File: src/common/blit_macros.svh
// Width definitions for the blitter address unit
// Expects common/ on the include path
// BASE counts 8-byte units, so it fills address bits 23:3
`ifndef BLIT_MACROS_SVH
`define BLIT_MACROS_SVH

// Host bus
`define BLIT_DATA_W 32
// Pointer, step, increment and mask coordinates
`define BLIT_COORD_W 16
// Clip window coordinates are one bit narrower than a pointer
`define BLIT_WIN_W 15
// Inner and outer blit counts
`define BLIT_CNT_W 16
// Channel base in 8-byte units
`define BLIT_BASE_W 21
// Channel flag register
`define BLIT_FLAGS_W 21
// Byte address out, wraps modulo 2^24
`define BLIT_ADDR_W 24

`endif

File: src/common/blit_reg_pkg.sv
// Register map of the blitter address unit
// Select codes above REG_COUNT are not decoded
// Flag positions hold for both the A1 and the A2 flag register
package blit_reg_pkg;

	// Host register select
	typedef enum logic [3:0] {
		REG_A1_BASE  = 4'd0,
		REG_A1_FLAGS = 4'd1,
		REG_A1_WIN   = 4'd2,
		REG_A1_PTR   = 4'd3,
		REG_A1_STEP  = 4'd4,
		REG_A1_INC   = 4'd5,
		REG_A2_BASE  = 4'd6,
		REG_A2_FLAGS = 4'd7,
		REG_A2_MASK  = 4'd8,
		REG_A2_PTR   = 4'd9,
		REG_A2_STEP  = 4'd10,
		REG_COUNT    = 4'd11
	} reg_sel_t;

	// log2 of bytes per pixel, 0 to 2
	localparam int FLAG_PIXSIZE_LO = 3;
	localparam int FLAG_PIXSIZE_HI = 5;
	// Line length is sixteen pixels per unit
	localparam int FLAG_WIDTH_LO = 9;
	localparam int FLAG_WIDTH_HI = 14;
	// Mask enable, A2 only
	localparam int FLAG_MASK_EN = 15;
	// Set sign bit subtracts
	localparam int FLAG_XSIGN = 19;
	localparam int FLAG_YSIGN = 20;

endpackage

File: src/common/blit_seq_pkg.sv
// Sequencer encodings of the blitter address unit
// ptr_op_t value 3 is never issued
package blit_seq_pkg;

	// Blit sequencer states
	typedef enum logic [1:0] {
		ST_IDLE  = 2'd0,
		ST_PIXEL = 2'd1,
		ST_STEP  = 2'd2,
		ST_DONE  = 2'd3
	} seq_state_t;

	// Pointer update for the current cycle
	typedef enum logic [1:0] {
		OP_HOLD = 2'd0,
		OP_INC  = 2'd1,
		OP_STEP = 2'd2
	} ptr_op_t;

endpackage

File: src/address/address_gen.sv
// Linear byte address for A1 and A2 and the A1 clip compare
// Pure combinational, no pitch or Z offset
// Pixel size above 2 is not checked and simply shifts further
`timescale 1ns/1ps
`include "blit_macros.svh"

module address_gen (
	input  logic [`BLIT_COORD_W-1:0]  a1_x,
	input  logic [`BLIT_COORD_W-1:0]  a1_y,
	input  logic [`BLIT_COORD_W-1:0]  a2_x,
	input  logic [`BLIT_COORD_W-1:0]  a2_y,
	input  logic [`BLIT_BASE_W-1:0]   a1_base,
	input  logic [`BLIT_BASE_W-1:0]   a2_base,
	input  logic [`BLIT_FLAGS_W-1:0]  a1_flags,
	input  logic [`BLIT_FLAGS_W-1:0]  a2_flags,
	input  logic [`BLIT_WIN_W-1:0]    a1_win_x,
	input  logic [`BLIT_WIN_W-1:0]    a1_win_y,
	output logic [`BLIT_ADDR_W-1:0]   a1_addr,
	output logic [`BLIT_ADDR_W-1:0]   a2_addr,
	output logic                      a1_outside
);
	import blit_reg_pkg::*;

	// base*8 + (y*width*16 + x) << pixsize, all modulo 2^24
	function automatic logic [`BLIT_ADDR_W-1:0] lin_addr(
		input logic [`BLIT_COORD_W-1:0] x,
		input logic [`BLIT_COORD_W-1:0] y,
		input logic [`BLIT_BASE_W-1:0]  base,
		input logic [`BLIT_FLAGS_W-1:0] flags
	);
		logic [`BLIT_ADDR_W-1:0] line_len;
		logic [`BLIT_ADDR_W-1:0] pix_idx;
		line_len = `BLIT_ADDR_W'({flags[FLAG_WIDTH_HI:FLAG_WIDTH_LO], 4'b0000});
		// Pixel index within the surface
		pix_idx = `BLIT_ADDR_W'(y) * line_len + `BLIT_ADDR_W'(x);
		lin_addr = {base, 3'b000} + (pix_idx << flags[FLAG_PIXSIZE_HI:FLAG_PIXSIZE_LO]);
	endfunction

	assign a1_addr = lin_addr(a1_x, a1_y, a1_base, a1_flags);
	// A2 coordinates arrive masked
	assign a2_addr = lin_addr(a2_x, a2_y, a2_base, a2_flags);

	// Unsigned compare, a negative pointer counts as far outside
	assign a1_outside = (a1_x >= {1'b0, a1_win_x}) || (a1_y >= {1'b0, a1_win_y});

endmodule

File: src/address/address_pointer.sv
// A1 and A2 pixel pointers with their increment and step adder
// Integer pointers only, no fractional part
// A2 is stored unmasked and the mask applies at the outputs
// A host load wins over any pointer opcode in the same cycle
`timescale 1ns/1ps
`include "blit_macros.svh"

module address_pointer (
	input  logic                      sys_clk,
	input  logic                      rst,
	input  logic                      a1_ptr_ld,
	input  logic                      a2_ptr_ld,
	input  logic [`BLIT_DATA_W-1:0]   host_din,
	input  blit_seq_pkg::ptr_op_t     ptr_op,
	input  logic [`BLIT_COORD_W-1:0]  a1_inc_x,
	input  logic [`BLIT_COORD_W-1:0]  a1_inc_y,
	input  logic [`BLIT_COORD_W-1:0]  a1_step_x,
	input  logic [`BLIT_COORD_W-1:0]  a1_step_y,
	input  logic [`BLIT_COORD_W-1:0]  a2_step_x,
	input  logic [`BLIT_COORD_W-1:0]  a2_step_y,
	input  logic [`BLIT_FLAGS_W-1:0]  a1_flags,
	input  logic [`BLIT_FLAGS_W-1:0]  a2_flags,
	input  logic [`BLIT_COORD_W-1:0]  a2_mask_x,
	input  logic [`BLIT_COORD_W-1:0]  a2_mask_y,
	output logic [`BLIT_COORD_W-1:0]  a1_x,
	output logic [`BLIT_COORD_W-1:0]  a1_y,
	output logic [`BLIT_COORD_W-1:0]  a2_x,
	output logic [`BLIT_COORD_W-1:0]  a2_y,
	output logic [`BLIT_DATA_W-1:0]   a1_ptr_cur,
	output logic [`BLIT_DATA_W-1:0]   a2_ptr_cur
);
	import blit_reg_pkg::*;
	import blit_seq_pkg::*;

	logic [`BLIT_COORD_W-1:0] a2_xr;
	logic [`BLIT_COORD_W-1:0] a2_yr;
	logic [`BLIT_COORD_W-1:0] a1_add_x;
	logic [`BLIT_COORD_W-1:0] a1_add_y;
	logic [`BLIT_COORD_W-1:0] a2_add_x;
	logic [`BLIT_COORD_W-1:0] a2_add_y;
	logic                     a2_mask_en;

	// Modulo 2^16 add or subtract
	function automatic logic [`BLIT_COORD_W-1:0] add_sign(
		input logic [`BLIT_COORD_W-1:0] a,
		input logic [`BLIT_COORD_W-1:0] b,
		input logic                     sub
	);
		add_sign = sub ? (a - b) : (a + b);
	endfunction

	// Shared addend select
	always_comb begin
		if (ptr_op == OP_STEP) begin
			a1_add_x = a1_step_x;
			a1_add_y = a1_step_y;
			a2_add_x = a2_step_x;
			a2_add_y = a2_step_y;
		end else begin
			a1_add_x = a1_inc_x;
			a1_add_y = a1_inc_y;
			// A2 moves one pixel along x and stays on its line
			a2_add_x = `BLIT_COORD_W'(1);
			a2_add_y = '0;
		end
	end

	always_ff @(posedge sys_clk) begin
		if (rst) begin
			a1_x  <= '0;
			a1_y  <= '0;
			a2_xr <= '0;
			a2_yr <= '0;
		end else begin
			if (a1_ptr_ld) begin
				a1_x <= host_din[`BLIT_COORD_W-1:0];
				a1_y <= host_din[`BLIT_DATA_W-1:`BLIT_COORD_W];
			end else if (ptr_op != OP_HOLD) begin
				a1_x <= add_sign(a1_x, a1_add_x, a1_flags[FLAG_XSIGN]);
				a1_y <= add_sign(a1_y, a1_add_y, a1_flags[FLAG_YSIGN]);
			end
			if (a2_ptr_ld) begin
				a2_xr <= host_din[`BLIT_COORD_W-1:0];
				a2_yr <= host_din[`BLIT_DATA_W-1:`BLIT_COORD_W];
			end else if (ptr_op != OP_HOLD) begin
				a2_xr <= add_sign(a2_xr, a2_add_x, a2_flags[FLAG_XSIGN]);
				a2_yr <= add_sign(a2_yr, a2_add_y, a2_flags[FLAG_YSIGN]);
			end
		end
	end

	// Masked view feeds both address generation and readback
	assign a2_mask_en = a2_flags[FLAG_MASK_EN];
	assign a2_x = a2_mask_en ? (a2_xr & a2_mask_x) : a2_xr;
	assign a2_y = a2_mask_en ? (a2_yr & a2_mask_y) : a2_yr;

	assign a1_ptr_cur = {a1_y, a1_x};
	assign a2_ptr_cur = {a2_y, a2_x};

endmodule

File: src/address/address_regs.sv
// Host register file of the address unit
// Writes land at the load_strobe edge and are dropped while busy
// PTR writes are not stored here and only pulse a1_ptr_ld or a2_ptr_ld
// Readback is combinational and covers the two pointers only
`timescale 1ns/1ps
`include "blit_macros.svh"

module address_regs (
	input  logic                      sys_clk,
	input  logic                      rst,
	input  logic                      load_strobe,
	input  blit_reg_pkg::reg_sel_t    reg_sel,
	input  logic [`BLIT_DATA_W-1:0]   host_din,
	input  logic                      host_rd,
	input  logic                      busy,
	input  logic [`BLIT_DATA_W-1:0]   a1_ptr_cur,
	input  logic [`BLIT_DATA_W-1:0]   a2_ptr_cur,
	output logic [`BLIT_DATA_W-1:0]   host_dout,
	output logic                      dout_oe,
	output logic [`BLIT_BASE_W-1:0]   a1_base,
	output logic [`BLIT_FLAGS_W-1:0]  a1_flags,
	output logic [`BLIT_WIN_W-1:0]    a1_win_x,
	output logic [`BLIT_WIN_W-1:0]    a1_win_y,
	output logic [`BLIT_COORD_W-1:0]  a1_inc_x,
	output logic [`BLIT_COORD_W-1:0]  a1_inc_y,
	output logic [`BLIT_COORD_W-1:0]  a1_step_x,
	output logic [`BLIT_COORD_W-1:0]  a1_step_y,
	output logic [`BLIT_BASE_W-1:0]   a2_base,
	output logic [`BLIT_FLAGS_W-1:0]  a2_flags,
	output logic [`BLIT_COORD_W-1:0]  a2_mask_x,
	output logic [`BLIT_COORD_W-1:0]  a2_mask_y,
	output logic [`BLIT_COORD_W-1:0]  a2_step_x,
	output logic [`BLIT_COORD_W-1:0]  a2_step_y,
	output logic [`BLIT_CNT_W-1:0]    inner_cnt,
	output logic [`BLIT_CNT_W-1:0]    outer_cnt,
	output logic                      a1_ptr_ld,
	output logic                      a2_ptr_ld
);
	import blit_reg_pkg::*;

	logic                     wr_en;
	logic [`BLIT_COORD_W-1:0] din_lo;
	logic [`BLIT_COORD_W-1:0] din_hi;

	// Host writes are locked out for the whole blit
	assign wr_en = load_strobe & ~busy;

	// x or inner count in the low half, y or outer count in the high half
	assign din_lo = host_din[`BLIT_COORD_W-1:0];
	assign din_hi = host_din[`BLIT_DATA_W-1:`BLIT_COORD_W];

	// Pointer registers live in address_pointer and load on these pulses
	assign a1_ptr_ld = wr_en && (reg_sel == REG_A1_PTR);
	assign a2_ptr_ld = wr_en && (reg_sel == REG_A2_PTR);

	always_ff @(posedge sys_clk) begin
		if (rst) begin
			a1_base   <= '0;
			a1_flags  <= '0;
			a1_win_x  <= '0;
			a1_win_y  <= '0;
			a1_inc_x  <= '0;
			a1_inc_y  <= '0;
			a1_step_x <= '0;
			a1_step_y <= '0;
			a2_base   <= '0;
			a2_flags  <= '0;
			a2_mask_x <= '0;
			a2_mask_y <= '0;
			a2_step_x <= '0;
			a2_step_y <= '0;
			inner_cnt <= '0;
			outer_cnt <= '0;
		end else if (wr_en) begin
			case (reg_sel)
				// Base drops the three byte-offset bits
				REG_A1_BASE:  a1_base  <= host_din[`BLIT_BASE_W+2:3];
				REG_A1_FLAGS: a1_flags <= host_din[`BLIT_FLAGS_W-1:0];
				REG_A1_WIN: begin
					// Window y starts at bit 16, bit 31 ignored
					a1_win_x <= host_din[`BLIT_WIN_W-1:0];
					a1_win_y <= din_hi[`BLIT_WIN_W-1:0];
				end
				REG_A1_STEP: begin
					a1_step_x <= din_lo;
					a1_step_y <= din_hi;
				end
				REG_A1_INC: begin
					a1_inc_x <= din_lo;
					a1_inc_y <= din_hi;
				end
				REG_A2_BASE:  a2_base  <= host_din[`BLIT_BASE_W+2:3];
				REG_A2_FLAGS: a2_flags <= host_din[`BLIT_FLAGS_W-1:0];
				REG_A2_MASK: begin
					a2_mask_x <= din_lo;
					a2_mask_y <= din_hi;
				end
				REG_A2_STEP: begin
					a2_step_x <= din_lo;
					a2_step_y <= din_hi;
				end
				REG_COUNT: begin
					inner_cnt <= din_lo;
					outer_cnt <= din_hi;
				end
				// PTR selects and unused codes store nothing here
				default: ;
			endcase
		end
	end

	// Only the pointer selects drive the read bus
	assign dout_oe = host_rd && (reg_sel == REG_A1_PTR || reg_sel == REG_A2_PTR);
	// A2 value arrives already masked
	assign host_dout = (reg_sel == REG_A2_PTR) ? a2_ptr_cur : a1_ptr_cur;

endmodule

File: src/verilog/blit_addr_top.sv
// Blitter address unit top level
// Single clock, synchronous active-high reset
// No back-pressure, one address pair per addr_valid cycle
// Submodule ports share names with the nets here
`timescale 1ns/1ps
`include "blit_macros.svh"

module blit_addr_top (
	input  logic                     sys_clk,
	input  logic                     rst,
	input  logic                     load_strobe,
	input  blit_reg_pkg::reg_sel_t   reg_sel,
	input  logic [`BLIT_DATA_W-1:0]  host_din,
	input  logic                     host_rd,
	input  logic                     start,
	output logic [`BLIT_DATA_W-1:0]  host_dout,
	output logic                     dout_oe,
	output logic                     busy,
	output logic                     done,
	output logic                     addr_valid,
	output logic [`BLIT_ADDR_W-1:0]  a1_addr,
	output logic [`BLIT_ADDR_W-1:0]  a2_addr,
	output logic                     a1_outside
);
	import blit_seq_pkg::*;

	// Configuration from the register file
	logic [`BLIT_BASE_W-1:0]  a1_base;
	logic [`BLIT_BASE_W-1:0]  a2_base;
	logic [`BLIT_FLAGS_W-1:0] a1_flags;
	logic [`BLIT_FLAGS_W-1:0] a2_flags;
	logic [`BLIT_WIN_W-1:0]   a1_win_x;
	logic [`BLIT_WIN_W-1:0]   a1_win_y;
	logic [`BLIT_COORD_W-1:0] a1_inc_x;
	logic [`BLIT_COORD_W-1:0] a1_inc_y;
	logic [`BLIT_COORD_W-1:0] a1_step_x;
	logic [`BLIT_COORD_W-1:0] a1_step_y;
	logic [`BLIT_COORD_W-1:0] a2_step_x;
	logic [`BLIT_COORD_W-1:0] a2_step_y;
	logic [`BLIT_COORD_W-1:0] a2_mask_x;
	logic [`BLIT_COORD_W-1:0] a2_mask_y;
	logic [`BLIT_CNT_W-1:0]   inner_cnt;
	logic [`BLIT_CNT_W-1:0]   outer_cnt;
	logic                     a1_ptr_ld;
	logic                     a2_ptr_ld;
	// Pointer state, A2 masked
	logic [`BLIT_DATA_W-1:0]  a1_ptr_cur;
	logic [`BLIT_DATA_W-1:0]  a2_ptr_cur;
	logic [`BLIT_COORD_W-1:0] a1_x;
	logic [`BLIT_COORD_W-1:0] a1_y;
	logic [`BLIT_COORD_W-1:0] a2_x;
	logic [`BLIT_COORD_W-1:0] a2_y;
	// Sequencer and counter handshake
	ptr_op_t                  ptr_op;
	logic                     cnt_load;
	logic                     cnt_pixel;
	logic                     cnt_line;
	logic                     last_pixel;
	logic                     last_line;

	address_regs    regs_inst (.*);
	address_pointer pointer_inst (.*);
	address_gen     gen_inst (.*);
	blit_sequencer  seq_inst (.*);
	blit_counter    counter_inst (.*);

endmodule

File: src/verilog/blit_counter.sv
// Inner and outer blit down-counters
// A zero count runs as one
// Inner count reloads from the register at every line step
`timescale 1ns/1ps
`include "blit_macros.svh"

module blit_counter (
	input  logic                    sys_clk,
	input  logic                    rst,
	input  logic                    cnt_load,
	input  logic                    cnt_pixel,
	input  logic                    cnt_line,
	input  logic [`BLIT_CNT_W-1:0]  inner_cnt,
	input  logic [`BLIT_CNT_W-1:0]  outer_cnt,
	output logic                    last_pixel,
	output logic                    last_line
);
	logic [`BLIT_CNT_W-1:0] inner_left;
	logic [`BLIT_CNT_W-1:0] outer_left;
	logic [`BLIT_CNT_W-1:0] inner_eff;
	logic [`BLIT_CNT_W-1:0] outer_eff;

	assign inner_eff = (inner_cnt == '0) ? `BLIT_CNT_W'(1) : inner_cnt;
	assign outer_eff = (outer_cnt == '0) ? `BLIT_CNT_W'(1) : outer_cnt;

	always_ff @(posedge sys_clk) begin
		if (rst) begin
			inner_left <= '0;
			outer_left <= '0;
		end else if (cnt_load) begin
			inner_left <= inner_eff;
			outer_left <= outer_eff;
		end else if (cnt_line) begin
			inner_left <= inner_eff;
			outer_left <= outer_left - 1'b1;
		end else if (cnt_pixel) begin
			inner_left <= inner_left - 1'b1;
		end
	end

	// One left means the current pixel or line is the final one
	assign last_pixel = (inner_left == `BLIT_CNT_W'(1));
	assign last_line  = (outer_left == `BLIT_CNT_W'(1));

endmodule

File: src/verilog/blit_sequencer.sv
// Blit state machine
// One ST_PIXEL cycle per pixel, one ST_STEP cycle per line
// A start outside ST_IDLE is ignored
`timescale 1ns/1ps

module blit_sequencer (
	input  logic                   sys_clk,
	input  logic                   rst,
	input  logic                   start,
	input  logic                   last_pixel,
	input  logic                   last_line,
	output logic                   busy,
	output logic                   done,
	output logic                   addr_valid,
	output blit_seq_pkg::ptr_op_t  ptr_op,
	output logic                   cnt_load,
	output logic                   cnt_pixel,
	output logic                   cnt_line
);
	import blit_seq_pkg::*;

	seq_state_t state;
	seq_state_t state_nxt;

	always_ff @(posedge sys_clk) begin
		if (rst) begin
			state <= ST_IDLE;
		end else begin
			state <= state_nxt;
		end
	end

	always_comb begin
		state_nxt = state;
		ptr_op    = OP_HOLD;
		cnt_load  = 1'b0;
		cnt_pixel = 1'b0;
		cnt_line  = 1'b0;
		case (state)
			ST_IDLE: begin
				// Counts are captured on the start edge
				if (start) begin
					cnt_load  = 1'b1;
					state_nxt = ST_PIXEL;
				end
			end
			ST_PIXEL: begin
				ptr_op    = OP_INC;
				cnt_pixel = 1'b1;
				if (last_pixel) begin
					state_nxt = ST_STEP;
				end
			end
			ST_STEP: begin
				// Line end, add steps and reload the inner count
				ptr_op    = OP_STEP;
				cnt_line  = 1'b1;
				state_nxt = last_line ? ST_DONE : ST_PIXEL;
			end
			ST_DONE: begin
				state_nxt = ST_IDLE;
			end
		endcase
	end

	// Outputs decode straight from the state register
	assign busy       = (state != ST_IDLE);
	assign done       = (state == ST_DONE);
	assign addr_valid = (state == ST_PIXEL);

endmodule
File: config.mk
export PLATFORM = sky130hd
export DESIGN_NAME = blit_addr_top
export DESIGN_NICKNAME = d
export VERILOG_FILES = /design/src/common/blit_reg_pkg.sv /design/src/common/blit_seq_pkg.sv /design/src/address/address_gen.sv /design/src/address/address_pointer.sv /design/src/address/address_regs.sv /design/src/verilog/blit_addr_top.sv /design/src/verilog/blit_counter.sv /design/src/verilog/blit_sequencer.sv
export VERILOG_INCLUDE_DIRS = /design/src /design/src/common
export SDC_FILE = /design/constraint.sdc
export NUM_CORES = 2
export LEC_CHECK = 0
export BUFFER_PORTS_ARGS = -buffer_cell sky130_fd_sc_hd__buf_2
export CORE_MARGIN = 3
export CORE_UTILIZATION = 30
export CTS_BUF_LIST = sky130_fd_sc_hd__clkbuf_8
export DETAILED_ROUTE_END_ITERATION = 12
export GPL_ROUTABILITY_DRIVEN = 0
export PLACE_DENSITY = 0.51
export SLEW_MARGIN = 15
export SYNTH_ARGS = -nofsm -noshare
export SYNTH_HDL_FRONTEND = slang
export SYNTH_HIERARCHICAL = 1
export SYNTH_SLANG_ARGS = --single-unit
File: constraint.sdc
create_clock -name sys_clk -period 8.3 [get_ports sys_clk]
set_input_delay 1.66 -clock sys_clk [delete_from_list [all_inputs] [get_ports sys_clk]]
set_output_delay 1.66 -clock sys_clk [all_outputs]
set_load 0.005 [all_outputs]
==> results.yml <==
clock_network:
  clk_pin_slew_ns: 0.05
  htree_num_levels: 3
  clock_path_buffers: 3
  clock_sink_count: 353
  tritoncts_clock_tree: "built"
  numCtsBuffers: 66
  worstSkewPairLatency_ns: 0.65
  clockRootBuffer: "clkbuf_8"
timing:
  fin_skew_ns: 0.03352
  max_freq_mhz: 109.8
  setup_ws_ns: -0.8077
  max-slew-margin-rel_pct: 22.47
  slew_violations: 0
  hold_violations: 0
  min_period_over_period_pct: 109.7
  timing_worst_slew_pin_value_ns: 1.159
  finalCriticalPeriod_ns: 9.108
  fin_tns_setup_ns: -7.091
  timing.final.setup_violations: 16
  grt_setup_unrepaired: "yes"
worst_setup_path:
  critical_path_required_ns: 6.64
  cpMaxStageDelayCell: "fa_1"
  worst_ep_arrival_time_ns: 7.45
  worstRegToRegCells: 17
  crit_path_max_incr_delay_ns: 0.55
  worst-path-buf-inv: 8
  critical_path_sink_type: "output port"
  critPathMaxFanout: 7
  setup.worst_path.start_class: "flop"
  crit_cells: 32
  worst-setup-path-type: "reg -> out"
  cp_top_family: "adder cells"
routing:
  remaining_drc_errors: 0
  route.antenna.remaining_nets: 0
  detailroute.via_count: 27570
  drt_first_pass_iters: 5
  first_iter_violations: 1628
  viasPerCell: 4.989
  routed_wirelength_normalized_by_instance_count_um: 19.20
  route.final.wire_length_um: 106100
floorplan:
  die_h_um: 332.0
  design.die.area_um2: 110200
  core_um2: 104500
  ports_placed_on_the_boundary: 126
  std_cell_rows: 118
  start_util_pct: 30.49
  dieWidth_um: 332.0
pwr:
  switchingPower_mw: 2.002
  p_leak_nw: 18.03
  pwr-share-seq_pct: 33.5
  total_power_density_per_cell_area_nw_per_um2: 144.5
  max_rail_drop_vdd_mv: 0.08219
  fin_total_pwr_mw: 5.631
  sw_share_pct: 35.55
  power.share.clock_pct: 31.6
  intPower_mw: 3.629
  comb_power_share_pct: 34.9
global_routing:
  busiest_layer: "met2"
  global_route.usage.total_pct: 18.74
  globalRouteMet1Util_pct: 26.34
  grtUsageMet3_pct: 3.822
  grt_start_max_net_pins: 174
  grt_use_met2_pct: 29.49
  grt_pass1_wl_um: 163000
  number_of_global_route_vias_before_repair: 27390
  grt_remaining_overflow: 0
  antenna_found_initial: 18
placement:
  post-dp-hpwl_um: 79110
  preCtsSetupSlack_ns: -0.5870
  io_buffers: 125
status:
  violations: "setup timing"
  status: "finished with violations"
final_layout:
  largestRegisters: "regs_inst/a1_base (21), regs_inst/a2_base (21)"
  areaGrowthSynthToFinish_pct: 22.26
  post_route_cells_drive_above_1_share_pct: 23.92
  finish.net_count: 4467
synthesis:
  synth_fp_nets: 4136
  syn_avg_cell_area_um2: 8.478
  synth_cells: 3760
  synthesis.area_um2: 31880
  ys_warn_count: 6
job:
  max_cap_viol_count: 0
min_path:
  min_path_type: "reg -> reg"
  timing.hold.worst_path_depth: 2
[what timing repair did]
item	4_1_cts	5_1_grt
setup buffers	56	33
pin swaps	145	120
endpoints found under the setup margin	24	24
gates resized for setup	240	144
hold buffers	0	0
[worst register-to-register path, stage by stage, from the launching register on]
cell       delay, ns
dfxtp_1         0.44
and2b_2         0.18
buf_4           0.30
nor2b_4         0.21
buf_4           0.48
buf_4           0.56
nor2_1          0.30
a31oi_1         0.21
o21ai_0         0.17
fa_1            0.45
a21oi_1         0.21
o211ai_1        0.16
o41ai_1         0.65
o21ai_0         0.31
o21ai_0         0.23
nand2b_1        0.09
xnor2_1         0.13
a2111oi_0       0.38
[through the flow]
step	util, %	instances	area [µm²]	hold WS (ns)
after floorplan	-	3760	31970	0.4451
after global placement	33.95	5334	35490	0.4593
after detailed placement	33.95	5334	35490	0.4609
after CTS	36.45	5492	38100	0.4766
after global routing	37.26	5517	38940	0.4896
final	37.28	5527	38970	0.4745
[power groups by stage]
| stage | Clock, mW | Sequential (mW) | Combinational (mW) |
|---|---|---|---|
| after floorplan | 0 | 1.86 | 1.28 |
| after global routing | 1.90 | 1.90 | 2.16 |
| after detailed placement | 0 | 1.92 | 1.83 |
| final | 1.78 | 1.88 | 1.97 |
| after global placement | 0 | 1.92 | 1.83 |
| after CTS | 1.83 | 1.89 | 1.91 |
[path summary, 6_finish.rpt]
kind / startpoint / to / slack, ns
setup / recovery: regs_inst/a2_flags[15] / a2_addr[21] / -0.81
hold / removal: regs_inst/a2_mask_x[2] / regs_inst/a2_mask_x[2] / 0.47
setup reg to reg: seq_inst/state[1] / pointer_inst/a2_xr[12] / 2.72
hold reg to reg: regs_inst/a2_mask_x[2] / regs_inst/a2_mask_x[2] / 0.47
[metal layers]
metal / wire length (µm) / share of wire, %
met4: 2140 / 2.0
met5: 62 / 0.058
met2: 46650 / 44
met1: 50640 / 48
met3: 6637 / 6.3
[cell usage in the layout, fill, tap and decap left out, drive strengths merged, types with 22 or more instances in the layout]
cell type and n:
a211oi 62, a21boi 35, a21o 56, a21oi 218, a31oi 33, and2 178
and3 26, buf 523, clkbuf 79, dfxtp 353, fa 120, ha 215
inv 280, mux2 62, mux2i 331, nand2 193, nand2b 300, nand3 47
nor2 241, nor2b 32, nor3 65, nor4 24, o21a 29, o21ai 117
o31ai 22, or3 32, xnor2 121, xor2 86
[cell type report]
class / count / area [µm²]
clock buffer: 79 / 1087
inverter: 264 / 991.0
clock inverter: 33 / 257.7
timing repair buffer: 523 / 3806
multi-input combinational: 2883 / 23970
tap: 1380 / 1727
sequential: 353 / 7099
antenna: 12 / 30.03
fill: 10750 / 65560
Power figures use the tool's default switching activity.
